**src/ntt_cfg.svh**
```systemverilog
//====================================================================
// NTT accelerator constants
//====================================================================
`ifndef NTT_CFG_SVH
`define NTT_CFG_SVH

// ML-KEM prime and coefficient width
`define NTT_Q          3329
`define NTT_COEF_W     12

// floor(2^24 / q) for the Barrett quotient estimate
`define NTT_BARRETT_M  5039

// Butterfly latency in every mode
`define NTT_BF_LATENCY 4

// APB byte offsets
`define NTT_REG_CTRL   5'h00
`define NTT_REG_OPU    5'h04
`define NTT_REG_OPV    5'h08
`define NTT_REG_OPW    5'h0c
`define NTT_REG_RES_U  5'h10
`define NTT_REG_RES_V  5'h14
`define NTT_REG_STATUS 5'h18

`endif

```
**src/ntt_pkg.sv**
```systemverilog
//====================================================================
// NTT accelerator types
//====================================================================
`include "ntt_cfg.svh"

package ntt_pkg;

    // One coefficient modulo q
    typedef logic [`NTT_COEF_W-1:0] coef_t;

    // Butterfly operation, codes 6 and 7 are illegal
    typedef enum logic [2:0] {
        MODE_CT   = 3'd0,
        MODE_GS   = 3'd1,
        MODE_PWM  = 3'd2,
        MODE_PWMA = 3'd3,
        MODE_PWA  = 3'd4,
        MODE_PWS  = 3'd5
    } bf_mode_e;

    // Operation issued to the butterfly
    typedef struct packed {
        bf_mode_e mode;
        coef_t    u;
        coef_t    v;
        coef_t    w;
    } bf_in_t;

    // Butterfly results
    typedef struct packed {
        coef_t res_u;
        coef_t res_v;
    } bf_out_t;

endpackage

```
**src/ntt_add_sub_mod.sv**
```systemverilog
//====================================================================
// Modular adder / subtractor
//====================================================================
`timescale 1ns/1ps
`include "ntt_cfg.svh"

module ntt_add_sub_mod (
    input  logic           clk,
    input  logic           reset_n,
    input  logic           sub_i,
    input  ntt_pkg::coef_t opa_i,
    input  ntt_pkg::coef_t opb_i,
    output ntt_pkg::coef_t res_o
);
    import ntt_pkg::*;

    localparam int         W     = `NTT_COEF_W;
    localparam logic [W:0] Q_EXT = (W+1)'(`NTT_Q);

    logic [W:0] raw;
    coef_t      res_next;

    // Operands are below q, so one correction step is enough
    always_comb begin
        if (sub_i) begin
            raw = {1'b0, opa_i} - {1'b0, opb_i};
            // Top bit set means a borrow, wrap back by adding q
            res_next = raw[W] ? W'(raw + Q_EXT) : raw[W-1:0];
        end else begin
            raw = {1'b0, opa_i} + {1'b0, opb_i};
            res_next = (raw >= Q_EXT) ? W'(raw - Q_EXT) : raw[W-1:0];
        end
    end

    always_ff @(posedge clk or negedge reset_n) begin
        if (!reset_n) begin
            res_o <= '0;
        end else begin
            res_o <= res_next;
        end
    end

    res_below_q: assert property (@(posedge clk) disable iff (!reset_n)
        res_o < Q_EXT);

endmodule

```
**src/ntt_apb_regs.sv**
```systemverilog
//====================================================================
// APB register block
//====================================================================
`timescale 1ns/1ps
`include "ntt_cfg.svh"

module ntt_apb_regs (
    input  logic             clk,
    input  logic             reset_n,
    input  logic             psel_i,
    input  logic             penable_i,
    input  logic             pwrite_i,
    input  logic [4:0]       paddr_i,
    input  logic [31:0]      pwdata_i,
    output logic [31:0]      prdata_o,
    output logic             pready_o,
    output logic             pslverr_o,
    output logic             bf_valid_o,
    output ntt_pkg::bf_in_t  bf_in_o,
    input  logic             bf_valid_i,
    input  ntt_pkg::bf_out_t bf_out_i
);
    import ntt_pkg::*;

    localparam int          W      = `NTT_COEF_W;
    localparam logic [31:0] Q_WORD = 32'(`NTT_Q);

    coef_t    op_u_q;
    coef_t    op_v_q;
    coef_t    op_w_q;
    bf_mode_e mode_q;
    coef_t    res_u_q;
    coef_t    res_v_q;
    logic     busy_q;
    logic     done_q;

    logic access;
    logic err;
    logic wr_ok;
    logic start;

    assign access = psel_i && penable_i;

    // Error decode for the access phase
    always_comb begin
        case (paddr_i)
            `NTT_REG_CTRL:
                err = pwrite_i && ((pwdata_i[2:0] > MODE_PWS) || (pwdata_i[8] && busy_q));
            `NTT_REG_OPU, `NTT_REG_OPV, `NTT_REG_OPW:
                err = pwrite_i && (pwdata_i >= Q_WORD);
            `NTT_REG_RES_U, `NTT_REG_RES_V, `NTT_REG_STATUS:
                err = pwrite_i;
            default:
                err = 1'b1;
        endcase
    end

    assign pready_o  = 1'b1;
    assign pslverr_o = access && err;
    assign wr_ok     = access && pwrite_i && !err;
    assign start     = wr_ok && (paddr_i == `NTT_REG_CTRL) && pwdata_i[8];

    always_ff @(posedge clk or negedge reset_n) begin
        if (!reset_n) begin
            op_u_q     <= '0;
            op_v_q     <= '0;
            op_w_q     <= '0;
            mode_q     <= MODE_CT;
            res_u_q    <= '0;
            res_v_q    <= '0;
            busy_q     <= 1'b0;
            done_q     <= 1'b0;
            bf_valid_o <= 1'b0;
        end else begin
            bf_valid_o <= start;
            if (wr_ok) begin
                case (paddr_i)
                    `NTT_REG_CTRL: mode_q <= bf_mode_e'(pwdata_i[2:0]);
                    `NTT_REG_OPU:  op_u_q <= pwdata_i[W-1:0];
                    `NTT_REG_OPV:  op_v_q <= pwdata_i[W-1:0];
                    `NTT_REG_OPW:  op_w_q <= pwdata_i[W-1:0];
                    default: ;
                endcase
            end
            // Start and completion never coincide, start needs !busy
            if (start) begin
                busy_q <= 1'b1;
                done_q <= 1'b0;
            end else if (bf_valid_i) begin
                busy_q  <= 1'b0;
                done_q  <= 1'b1;
                res_u_q <= bf_out_i.res_u;
                res_v_q <= bf_out_i.res_v;
            end
        end
    end

    always_comb begin
        case (paddr_i)
            `NTT_REG_CTRL:   prdata_o = {29'b0, mode_q};
            `NTT_REG_OPU:    prdata_o = 32'(op_u_q);
            `NTT_REG_OPV:    prdata_o = 32'(op_v_q);
            `NTT_REG_OPW:    prdata_o = 32'(op_w_q);
            `NTT_REG_RES_U:  prdata_o = 32'(res_u_q);
            `NTT_REG_RES_V:  prdata_o = 32'(res_v_q);
            `NTT_REG_STATUS: prdata_o = {30'b0, busy_q, done_q};
            default:         prdata_o = '0;
        endcase
    end

    assign bf_in_o = '{mode: mode_q, u: op_u_q, v: op_v_q, w: op_w_q};

    apb_setup_first: assert property (@(posedge clk) disable iff (!reset_n)
        $rose(penable_i) |-> psel_i && $past(psel_i));

endmodule

```
**src/ntt_butterfly.sv**
```systemverilog
//====================================================================
// Combined NTT butterfly pipeline
//====================================================================
`timescale 1ns/1ps
`include "ntt_cfg.svh"

module ntt_butterfly (
    input  logic             clk,
    input  logic             reset_n,
    input  logic             valid_i,
    input  ntt_pkg::bf_in_t  in_i,
    output logic             valid_o,
    output ntt_pkg::bf_out_t out_o
);
    import ntt_pkg::*;

    localparam int LAT = `NTT_BF_LATENCY;

    // Stage k of the pipe sits at index k-1
    logic [LAT-1:0] valid_q;
    bf_mode_e       mode_q [LAT];
    coef_t          u_q [3];
    coef_t          w_q [3];
    coef_t          early_q [3];

    logic  ct_late;
    logic  gs_mid;
    coef_t sum_res;
    coef_t diff_res;
    coef_t post_res;
    coef_t mult_res;
    coef_t diff_opa;
    coef_t diff_opb;
    coef_t mult_opa;
    coef_t mult_opb;
    coef_t post_opa;
    coef_t early;

    //====================================================================
    // Unit sharing
    //====================================================================
    // The difference unit serves GS/PWS in stage 0 and CT in stage 3,
    // the multiplier serves GS in stage 1 and the others in stage 0.
    // A stream of one mode never collides, mixed streams need gaps
    assign ct_late = valid_q[2] && (mode_q[2] == MODE_CT);
    assign gs_mid  = valid_q[0] && (mode_q[0] == MODE_GS);

    always_comb begin
        if (ct_late) begin
            diff_opa = u_q[2];
            diff_opb = mult_res;
        end else begin
            diff_opa = in_i.u;
            diff_opb = in_i.v;
        end
    end

    always_comb begin
        if (gs_mid) begin
            // (u - v) * w
            mult_opa = diff_res;
            mult_opb = w_q[0];
        end else if (in_i.mode == MODE_CT) begin
            mult_opa = in_i.v;
            mult_opb = in_i.w;
        end else begin
            mult_opa = in_i.u;
            mult_opb = in_i.v;
        end
    end

    // Post unit adds u, w or nothing to the product
    always_comb begin
        case (mode_q[2])
            MODE_CT:   post_opa = u_q[2];
            MODE_PWMA: post_opa = w_q[2];
            default:   post_opa = '0;
        endcase
    end

    assign early = (mode_q[0] == MODE_PWS) ? diff_res : sum_res;

    ntt_add_sub_mod sum_unit (
        .clk     (clk),
        .reset_n (reset_n),
        .sub_i   (1'b0),
        .opa_i   (in_i.u),
        .opb_i   (in_i.v),
        .res_o   (sum_res)
    );

    ntt_add_sub_mod diff_unit (
        .clk     (clk),
        .reset_n (reset_n),
        .sub_i   (1'b1),
        .opa_i   (diff_opa),
        .opb_i   (diff_opb),
        .res_o   (diff_res)
    );

    ntt_add_sub_mod post_unit (
        .clk     (clk),
        .reset_n (reset_n),
        .sub_i   (1'b0),
        .opa_i   (post_opa),
        .opb_i   (mult_res),
        .res_o   (post_res)
    );

    ntt_mult_mod mult_unit (
        .clk     (clk),
        .reset_n (reset_n),
        .opa_i   (mult_opa),
        .opb_i   (mult_opb),
        .res_o   (mult_res)
    );

    //====================================================================
    // Delay lines
    //====================================================================
    always_ff @(posedge clk or negedge reset_n) begin
        if (!reset_n) begin
            valid_q <= '0;
            for (int i = 0; i < LAT; i++) begin
                mode_q[i] <= MODE_CT;
            end
            for (int i = 0; i < 3; i++) begin
                u_q[i]     <= '0;
                w_q[i]     <= '0;
                early_q[i] <= '0;
            end
        end else begin
            valid_q   <= {valid_q[LAT-2:0], valid_i};
            mode_q[0] <= in_i.mode;
            for (int i = 1; i < LAT; i++) begin
                mode_q[i] <= mode_q[i-1];
            end
            // u and w wait for the product, the early sum/diff for GS
            u_q[0]     <= in_i.u;
            w_q[0]     <= in_i.w;
            early_q[0] <= early;
            for (int i = 1; i < 3; i++) begin
                u_q[i]     <= u_q[i-1];
                w_q[i]     <= w_q[i-1];
                early_q[i] <= early_q[i-1];
            end
        end
    end

    // Result select by the mode that left with this item
    always_comb begin
        case (mode_q[LAT-1])
            MODE_CT: begin
                out_o.res_u = post_res;
                out_o.res_v = diff_res;
            end
            MODE_GS: begin
                out_o.res_u = early_q[2];
                out_o.res_v = mult_res;
            end
            MODE_PWM, MODE_PWMA: begin
                out_o.res_u = post_res;
                out_o.res_v = '0;
            end
            MODE_PWA, MODE_PWS: begin
                out_o.res_u = early_q[2];
                out_o.res_v = '0;
            end
            default: begin
                out_o.res_u = '0;
                out_o.res_v = '0;
            end
        endcase
    end

    assign valid_o = valid_q[LAT-1];

    // A new item must not need a unit that an older item still holds
    unit_clash: assert property (@(posedge clk) disable iff (!reset_n)
        valid_i |-> !(ct_late && (in_i.mode inside {MODE_GS, MODE_PWS}))
                 && !(gs_mid && (in_i.mode inside {MODE_CT, MODE_PWM, MODE_PWMA})));

endmodule

```
**src/ntt_mult_mod.sv**
```systemverilog
//====================================================================
// Modular multiplier, Barrett reduction
//====================================================================
`timescale 1ns/1ps
`include "ntt_cfg.svh"

module ntt_mult_mod (
    input  logic           clk,
    input  logic           reset_n,
    input  ntt_pkg::coef_t opa_i,
    input  ntt_pkg::coef_t opb_i,
    output ntt_pkg::coef_t res_o
);
    import ntt_pkg::*;

    localparam int            W         = `NTT_COEF_W;
    localparam int            PW        = 2 * W;
    localparam int            MW        = $clog2(`NTT_BARRETT_M + 1);
    localparam logic [W:0]    Q_EXT     = (W+1)'(`NTT_Q);
    localparam logic [MW-1:0] BARRETT_M = MW'(`NTT_BARRETT_M);

    // Stage 1
    logic [PW-1:0]    prod_q;
    // Stage 2
    logic [PW+MW-1:0] prod_m;
    logic [W:0]       quot_q;
    logic [W:0]       prod_lo_q;
    // Stage 3
    logic [W:0]       rem;
    coef_t            res_next;

    // Quotient estimate is floor(x * m / 2^24), never above the true one
    assign prod_m = prod_q * BARRETT_M;

    // The remainder is below 2q and fits in W+1 bits,
    // so only the low bits of the product and of quot*q matter
    assign rem      = prod_lo_q - quot_q * Q_EXT;
    assign res_next = (rem >= Q_EXT) ? W'(rem - Q_EXT) : rem[W-1:0];

    always_ff @(posedge clk or negedge reset_n) begin
        if (!reset_n) begin
            prod_q    <= '0;
            quot_q    <= '0;
            prod_lo_q <= '0;
            res_o     <= '0;
        end else begin
            prod_q    <= opa_i * opb_i;
            quot_q    <= prod_m[PW +: W+1];
            prod_lo_q <= prod_q[W:0];
            res_o     <= res_next;
        end
    end

    prod_below_q: assert property (@(posedge clk) disable iff (!reset_n)
        res_o < Q_EXT);

endmodule

```
**src/ntt_top.sv**
```systemverilog
//====================================================================
// NTT accelerator top level
//====================================================================
`timescale 1ns/1ps

module ntt_top (
    input  logic        clk,
    input  logic        reset_n,
    input  logic        psel_i,
    input  logic        penable_i,
    input  logic        pwrite_i,
    input  logic [4:0]  paddr_i,
    input  logic [31:0] pwdata_i,
    output logic [31:0] prdata_o,
    output logic        pready_o,
    output logic        pslverr_o
);
    import ntt_pkg::*;

    logic    bf_valid;
    bf_in_t  bf_in;
    logic    out_valid;
    bf_out_t bf_out;

    ntt_apb_regs regs (
        .clk        (clk),
        .reset_n    (reset_n),
        .psel_i     (psel_i),
        .penable_i  (penable_i),
        .pwrite_i   (pwrite_i),
        .paddr_i    (paddr_i),
        .pwdata_i   (pwdata_i),
        .prdata_o   (prdata_o),
        .pready_o   (pready_o),
        .pslverr_o  (pslverr_o),
        .bf_valid_o (bf_valid),
        .bf_in_o    (bf_in),
        .bf_valid_i (out_valid),
        .bf_out_i   (bf_out)
    );

    ntt_butterfly butterfly (
        .clk     (clk),
        .reset_n (reset_n),
        .valid_i (bf_valid),
        .in_i    (bf_in),
        .valid_o (out_valid),
        .out_o   (bf_out)
    );

endmodule

```
**config.mk**
```make
export PLATFORM = sky130hd
export DESIGN_NAME = ntt_top
export DESIGN_NICKNAME = d
export VERILOG_FILES = /design/src/ntt_pkg.sv /design/src/ntt_add_sub_mod.sv /design/src/ntt_apb_regs.sv /design/src/ntt_butterfly.sv /design/src/ntt_mult_mod.sv /design/src/ntt_top.sv
export VERILOG_INCLUDE_DIRS = /design/src
export SDC_FILE = /design/constraint.sdc
export NUM_CORES = 1
export LEC_CHECK = 0
export BUFFER_PORTS_ARGS = -buffer_cell sky130_fd_sc_hd__buf_4
export CORE_ASPECT_RATIO = 0.5
export CORE_MARGIN = 1
export CORE_UTILIZATION = 42
export CTS_CLUSTER_SIZE = 28
export DETAILED_ROUTE_END_ITERATION = 6
export PLACE_DENSITY = 0.68
export RECOVER_POWER = 100
export SYNTH_ARGS = -nofsm -noshare
export SYNTH_HDL_FRONTEND = slang
export SYNTH_SLANG_ARGS = --single-unit
```
**constraint.sdc**
```tcl
create_clock -name clk -period 17.9 [get_ports clk]
set_input_delay 0 -clock clk [delete_from_list [all_inputs] [get_ports clk]]
set_output_delay 0 -clock clk [all_outputs]
set_load 0.01 [all_outputs]
```
==> summary.txt, run 1 <==
Run status
  • Status: finished, violations left
  • Failing checks: max-capacitance violations, max-slew violations

Timing
  • RSZ-0062 raised after global routing: no
  • Final Cycle Share: 50.2%
  • Fmax: 111 MHz
  • Final setup vio count: 0
  • Setup tns final: 0 ns
  • Clock skew: 0.0182 ns
  • Final hold violations: 0
  • Min Tclk post-route: 8.98 ns
  • Final Slew Violations: 428
  • Worst Tran Pin Value: 6.83 ns
  • Slew headroom: -356%

Clock network
  • H-Tree Depth: 1
  • CTS Buffer Depth: 3
  • CTS tree: done
  • Clk sinks: 288
  • Total CTS buffers: 27
  • CTS clk-pin slew, worst paths: 0.07 ns
  • Root buffer cell: clkbuf_16
  • Clock latency on the worst-skew pair: 0.58 ns
  • Buffer count from post-CTS setup fixing: 0

Place
  • Detailed Place HPWL: 46.9 mm
  • Gpl congestion: 0.940
  • Buffers added on ports: 54

Setup path
  • Crit start category: input pin
  • Arrival time worst endpoint: 8.66 ns
  • Crit path kind: in2async
  • Worst EP required: 17.58 ns
  • Crit end category: async pin
  • CP Max Fanout: 128

GRT
  • Initial antenna violation count: 0
  • Gr busiest metal: met2
  • Vias in the first global route: 17100
  • First-pass GRT wire length: 95.1 mm
  • Gr ovfl total: 0
  • Largest net degree at the start of global routing: 129
  • Met2 GRT Util: 34.8%
  • Routing usage on met1: 28.7%
  • Met3 Resource Use GR: 3.01%
  • GR Util All Layers: 20.9%

Cells and area
  • Antenna cells: 0
  • Layout cell share with drive strength beyond 1: 6.99%
  • Multi-input logic area: 0.0151 sq mm
  • Number of fillers in the final layout: 5147
  • Area Overhead vs Synth: 9.24%
  • Final Core Density: 46.7%
  • Nets: 2896
  • Register area: 0.00721 sq mm

Yosys
  • Most frequent cells after synthesis: inv_1, dfrtp_1, ha_1
  • Most frequent cell after synthesis: inv_1
  • Post-Syn Area: 0.0239 sq mm
  • YS warnings: 0
  • Adder-cell share of the synthesized area: 33.4%
  • Distinct cells, synth: 79
  • Post-synth EDFFs: 0
  • Top-area cell type share of the netlist area: 30.1%
  • Synth Area in Compound Gates: 11.2%
  • Area contributors post-synth: dfrtp_1, fa_1, ha_1
  • Multiplexer area fraction after synthesis: 5.39%
  • Post-synthesis cell count: 2304
  • Sequential fraction of the synthesis area: 30.1%
  • Post-synth top area cell: dfrtp_1
  • Xor and xnor area share after synthesis: 3.73%
  • Synth Flop Type: dfrtp_1
  • Synth Register Bits: 288
  • Simple-gate share of the synthesized area: 8.85%
  • Syn avg cell area: 10.4 sq um
  • Asr flop ratio synth: 100%
  • Main combinational cell family by area after synthesis: adder cells

Routing
  • DR vias: 16700
  • Drt wl/cell: 18.9 microns
  • Vias per Instance: 5.34
  • Antenna-violating nets left: 0
  • Drt total wl: 59.0 mm
  • DR DRC count: 0
  • Pre-antenna DRT Iters: 5
  • Iter 0 DRT Violations: 1280

Power
  • Cell Pwr Density: 60.3 mW/mm^2
  • Combinational fraction of design power: 13.2%
  • Sw frac: 28.0%
  • Leak pwr: 13.8 nW
  • Clock share of power: 40.6%
  • Max IR drop VDD: 75.1 uV
  • Psw: 0.000441 W
  • Register share of total power: 46.2%
  • Power Internal: 0.00114 W

Die
  • IO Pins: 76
  • Row cnt: 61
  • Die W: 340 microns
  • Die height: 171 microns
  • Starting Density: 42.8%
  • Die Footprint: 0.0580 sq mm
  • Core box area: 0.0559 sq mm

Run
  • Max-cap violations: 6

Worst hold path
  • Worst hold path class: in2reg
==> flip-flops by register name (all words and copies together), names as in the netlist, 13 cells and up <==
name and count:
butterfly.mult_unit.quot_q 13, butterfly.u_q 36, butterfly.mult_unit.prod_lo_q 13, butterfly.early_q 36, butterfly.w_q 36, butterfly.mult_unit.prod_q 24
==> metal layers <==
metal	routed length (microns)	vias to the layer above	part of all wire, %
li1	-	7749	-
met1	26100	8400	44
met2	28000	474	47
met3	3380	100	5.7
met4	1500	0	2.5
met5	0	-	0
==> stage by stage <==
stage	hold WS [ns]	instance area (sq um)	instances	worst slack (ns)	power, W
finish	0.0626	26200	3130	8.92	0.00158
global route	0.0955	26200	3130	7.00	0.00163
CTS	0.0268	26200	3130	10.87	0.00159
detailed placement	0.165	25100	3066	10.88	0.000944
global placement	0.162	25100	3066	11.02	0.000942
floorplan	-0.296	24000	2323	11.16	0.000856
==> final timing paths <==
| path | start | endpoint | slack [ns] | cells after the start |
|---|---|---|---|---|
| worst max-delay path | reset_n | regs.done_q | 8.92 | 3 |
| worst min-delay path | paddr_i[2] | regs.bf_valid_o | 0.06 | 4 |
| worst max register to register | butterfly.mode_q[11] | butterfly.mult_unit.prod_q[22] | 9.40 | 19 |
| worst min register to register | butterfly.w_q[22] | butterfly.w_q[10] | 0.35 | 0 |
| max in group clk | butterfly.mode_q[11] | butterfly.mult_unit.prod_q[22] | 9.40 | 19 |
| min in group asynchronous | reset_n | butterfly.sum_unit.res_o[5] | 2.56 | 2 |
==> cells in the final DEF, fill, tap and decap left out, drive strengths merged, types with 26 or more instances in the layout <==
| cell | count |
|---|---|
| a21oi | 72 |
| a22oi | 38 |
| buf | 46 |
| clkbuf | 51 |
| dfrtp | 288 |
| fa | 236 |
| ha | 261 |
| inv | 367 |
| mux2 | 66 |
| mux2i | 52 |
| nand2 | 168 |
| nand3 | 26 |
| nor2 | 121 |
| o21a | 30 |
| o21ai | 97 |
| xnor2 | 71 |
| xor2 | 31 |
==> critical path, cell delays in order <==
cell and delay (ns):
dlygate4sd3_1 0.52, clkbuf_1 4.71, clkbuf_1 3.29
==> timing repair <==
action                    CTS  global route
hold endpoints to repair  168             0
gates resized for setup     0             0
hold buffers               18             0
==> power by group through the flow <==
stage	combinational [W]	sequential, W	clock, W
3_3_place_gp	0.000202	0.000739	0
2_1_floorplan	0.000151	0.000705	0
5_1_grt	0.000230	0.000729	0.000676
3_5_place_dp	0.000206	0.000738	0
4_1_cts	0.000211	0.000727	0.000650
6_report	0.000208	0.000729	0.000639
==> area by class of cell <==
type / instances / share of cell area (%)
sequential: 288 / 27.6
clock buffer: 30 / 2.66
tap: 756 / 3.62
multi-input combinational: 1589 / 57.6
inverter: 366 / 5.25
timing repair buffer: 85 / 2.31
clock inverter: 16 / 1.01
==> kinds of logic (layout without fill, tap and decap cells) <==
kind of cell | Yosys count | in the layout
compound gates | 397 | 397
flops | 288 | 288
buf+inv | 446 | 497
simple gates | 453 | 453
mux | 119 | 119
fa+ha+maj | 497 | 497
xor+xnor | 102 | 102
other cells | 2 | 21
Power figures use the tool's default switching activity.
==> inputs of run 2 (changes only) <==
--- a/config.mk
+++ b/config.mk
@@ -12,7 +12,7 @@
 export CORE_UTILIZATION = 42
 export CTS_CLUSTER_SIZE = 28
 export DETAILED_ROUTE_END_ITERATION = 6
-export PLACE_DENSITY = 0.68
+export PLACE_DENSITY = 0.7
 export RECOVER_POWER = 100
 export SYNTH_ARGS = -nofsm -noshare
 export SYNTH_HDL_FRONTEND = slang
==> constraint.sdc (replaced) <==
create_clock -name clk -period 8.12 [get_ports clk]
set_input_delay 0 -clock clk [delete_from_list [all_inputs] [get_ports clk]]
set_output_delay 0 -clock clk [all_outputs]
set_load 0.01 [all_outputs]
==> summary.txt, run 2 (synthesis results as in run 1) <==
Cells and area
  • Commonest non-fill, non-tap cells in the layout: inv_1, dfrtp_1, ha_1
  • Area Overhead vs Synth: 9.49%
  • Post-route insts no fill: 3142 (+0.38%)
  • Nets: 2902 (+0.21%)
  • Antenna cells: 0 (unchanged)
  • Largest regs: butterfly.early_q x36, butterfly.u_q x36, butterfly.w_q x36
  • Layout cell share with drive strength beyond 1: 7.59% (+0.59 points)
  • Most common cell after layout, fill and taps aside: inv_1
  • Final Core Density: 46.9% (+0.11 points)

Clock network
  • CTS Buffer Depth: 3 (unchanged)
  • Clock latency on the worst-skew pair: 0.58 ns (about the same)
  • Total CTS buffers: 29 (+7.4%)
  • CTS clk-pin slew, worst paths: 0.06 ns (about the same)
  • CTS tree: done
  • Post-CTS Resized: 0 (unchanged)
  • Clk sinks: 288 (unchanged)
  • Root buffer cell: clkbuf_16
  • H-Tree Depth: 1 (unchanged)

Die
  • Core box area: 0.0559 sq mm (unchanged)
  • Die Footprint: 0.0580 sq mm (unchanged)
  • Die height: 171 microns (unchanged)
  • Die W: 340 microns (unchanged)
  • Row cnt: 61 (unchanged)
  • Starting Density: 42.8% (unchanged)
  • IO Pins: 76 (unchanged)

Setup path
  • Most used cell, CP: fa_1
  • Crit end category: flop
  • Arrival time worst endpoint: 7.45 ns (-1.21 ns)
  • Crit path cell chain: nor4bb_1 -> buf_4 -> nor2_1 -> a21oi_1 -> inv_1 -> nand2_1 -> fa_1 -> fa_1 -> inv_1 -> fa_1 -> fa_1 -> inv_1 -> fa_1 -> inv_1 -> ha_1 -> o2111ai_1 -> a31oi_1 -> a41oi_1 -> a31oi_1 -> nor4_1 -> a311o_1
  • Crit-path slowest cell: a21oi_1
  • Crit start category: flop
  • Worst EP required: 8.58 ns (-9.00 ns)
  • R2R cell count: 21 (+2)
  • R2r setup slk: 1.13 ns (-8.27 ns)
  • CP Max Fanout: 60 (-53%)
  • R2r endpoint: butterfly.mult_unit.prod_q[22]
  • Crit-path max cell delay: 0.63 ns (-4.08 ns)
  • Crit path kind: reg2reg
  • Crit Reg-Reg Startpoint: butterfly.mode_q[11]

Power
  • Leak pwr: 13.8 nW (+0.41%)
  • Max IR drop VDD: 150 uV (+99%)
  • Overall power: 0.00342 W (+120%)
  • Cell Pwr Density: 130 mW/mm^2 (+120%)

Timing
  • Slew headroom: -276% (+79 points)
  • Final hold violations: 0 (unchanged)
  • Fmax: 143 MHz
  • Setup tns final: 0 ns (unchanged)
  • RSZ-0062 raised after global routing: no
  • Final setup vio count: 0 (unchanged)
  • Clock skew: 0.0158 ns (-0.00246 ns)
  • Final Slew Violations: 183 (-57%)
  • Final Cycle Share: 86.1%
  • Min Tclk post-route: 6.99 ns
  • Worst Tran Pin Value: 5.65 ns (-1.19 ns)

GRT
  • Vias in the first global route: 16900 (-1.2%)
  • Largest net degree at the start of global routing: 182 (+41%)
  • Gr ovfl total: 0 (unchanged)
  • Initial antenna violation count: 1 (+1)
  • Routing usage on met1: 27.9% (-0.83 points)
  • GR Util All Layers: 20.3% (-0.65 points)
  • Met2 GRT Util: 34.3% (-0.53 points)
  • Gr busiest metal: met2
  • First-pass GRT wire length: 92.7 mm (-2.5%)
  • Met3 Resource Use GR: 2.17% (-0.84 points)

Place
  • Placed cell count: 3068 (+0.065%)
  • Detailed Place HPWL: 45.6 mm (-2.7%)
  • Gpl congestion: 0.935 (-0.49%)
  • Buffers added on ports: 54 (unchanged)

Run
  • Max-cap violations: 3 (-3)

Routing
  • Vias per Instance: 5.28 (-1.1%)
  • Iter 0 DRT Violations: 1150 (-10%)
  • Antenna-violating nets left: 0 (unchanged)
  • Drt total wl: 57.2 mm (-3.0%)
  • Drt wl/cell: 18.2 microns (-3.4%)
  • DR DRC count: 0 (unchanged)
  • Pre-antenna DRT Iters: 5 (unchanged)
  • DR vias: 16600 (-0.76%)

Worst hold path
  • WHS Path Cells: 6 (+2)
  • WHS Endpoint: regs.bf_valid_o
  • Worst hold path class: in2reg
  • Worst Hold Launch: penable_i

Run status
  • Status: finished, violations left
  • Failing checks: max-capacitance violations, max-slew violations
## run 2: cell types whose count changed in the layout (fill, tap and decap cells not counted), sizes merged
| cell | previous run | this run |
|---|---|---|
| buf | 46 | 52 |
| bufinv | 6 | 2 |
| clkbuf | 51 | 54 |
| clkinv | 6 | 9 |
| inv | 367 | 370 |
| dlygate4sd3 | 18 | 20 |
| clkinvlp | 3 | 2 |
## run 2: report_power, final
part / total (W) / switching, W / internal, W
clock: 0.00137 / 0.000594 / 0.000775
sequential: 0.00160 / 0.0000981 / 0.00150
combinational: 0.000453 / 0.000263 / 0.000191
## run 2: area by class of cell
type | instances | area (sq um)
Multi-Input combinational cell | 1589 | 15000
Tap cell | 756 | 946
Inverter | 366 | 1370
Fill cell | 5063 | 29700
Timing Repair Buffer | 89 | 667
Sequential cell | 288 | 7210
Clock buffer | 37 | 806
Clock inverter | 17 | 173
## run 2: layer usage
layer | vias up | wire [microns]
met2 | 412 | 27300
met4 | 0 | 1440
li1 | 7763 | -
met5 | - | 0
met3 | 70 | 2940
met1 | 8351 | 25500
## run 2: what timing repair did
item / in CTS / in global routing
buffers inserted: 0 / 0
endpoints found under the hold margin: 149 / 0
hold buffers: 20 / 0
## run 2: per-stage QoR
stage | setup WS [ns] | instance area [sq um] | hold slack (ns)
global placement | 1.36 | 25100 | 0.0931
detailed placement | 1.23 | 25100 | 0.0964
finish | 1.13 | 26200 | 0.0387
global route | 0.720 | 26200 | 0.0642
CTS | 1.21 | 26300 | 0.00541
floorplan | 1.38 | 24000 | -0.296
## run 2: critical path: cells and delay by family, from the launching register on
family | cells | cell delay, ns
AO/OA/AOI/OAI | 6 | 1.90
adder cells (fa/ha/maj) | 6 | 2.98
buffers and inverters | 5 | 0.86
flip-flops | 1 | 0.40
AND/OR/NAND/NOR | 4 | 0.71
## run 2: worst max-delay path by stage
stage / from / endpoint / slack, ns / cells past startpoint
floorplan: regs.mode_q[2] / butterfly.mult_unit.prod_q[22] / 1.38 / 22
global placement: butterfly.mode_q[11] / butterfly.mult_unit.prod_q[22] / 1.36 / 21
detailed placement: butterfly.mode_q[11] / butterfly.mult_unit.prod_q[22] / 1.23 / 21
CTS: butterfly.mode_q[11] / butterfly.mult_unit.prod_q[22] / 1.21 / 19
global route: butterfly.mode_q[11] / butterfly.mult_unit.prod_q[23] / 0.72 / 20
finish: butterfly.mode_q[11] / butterfly.mult_unit.prod_q[22] / 1.13 / 21
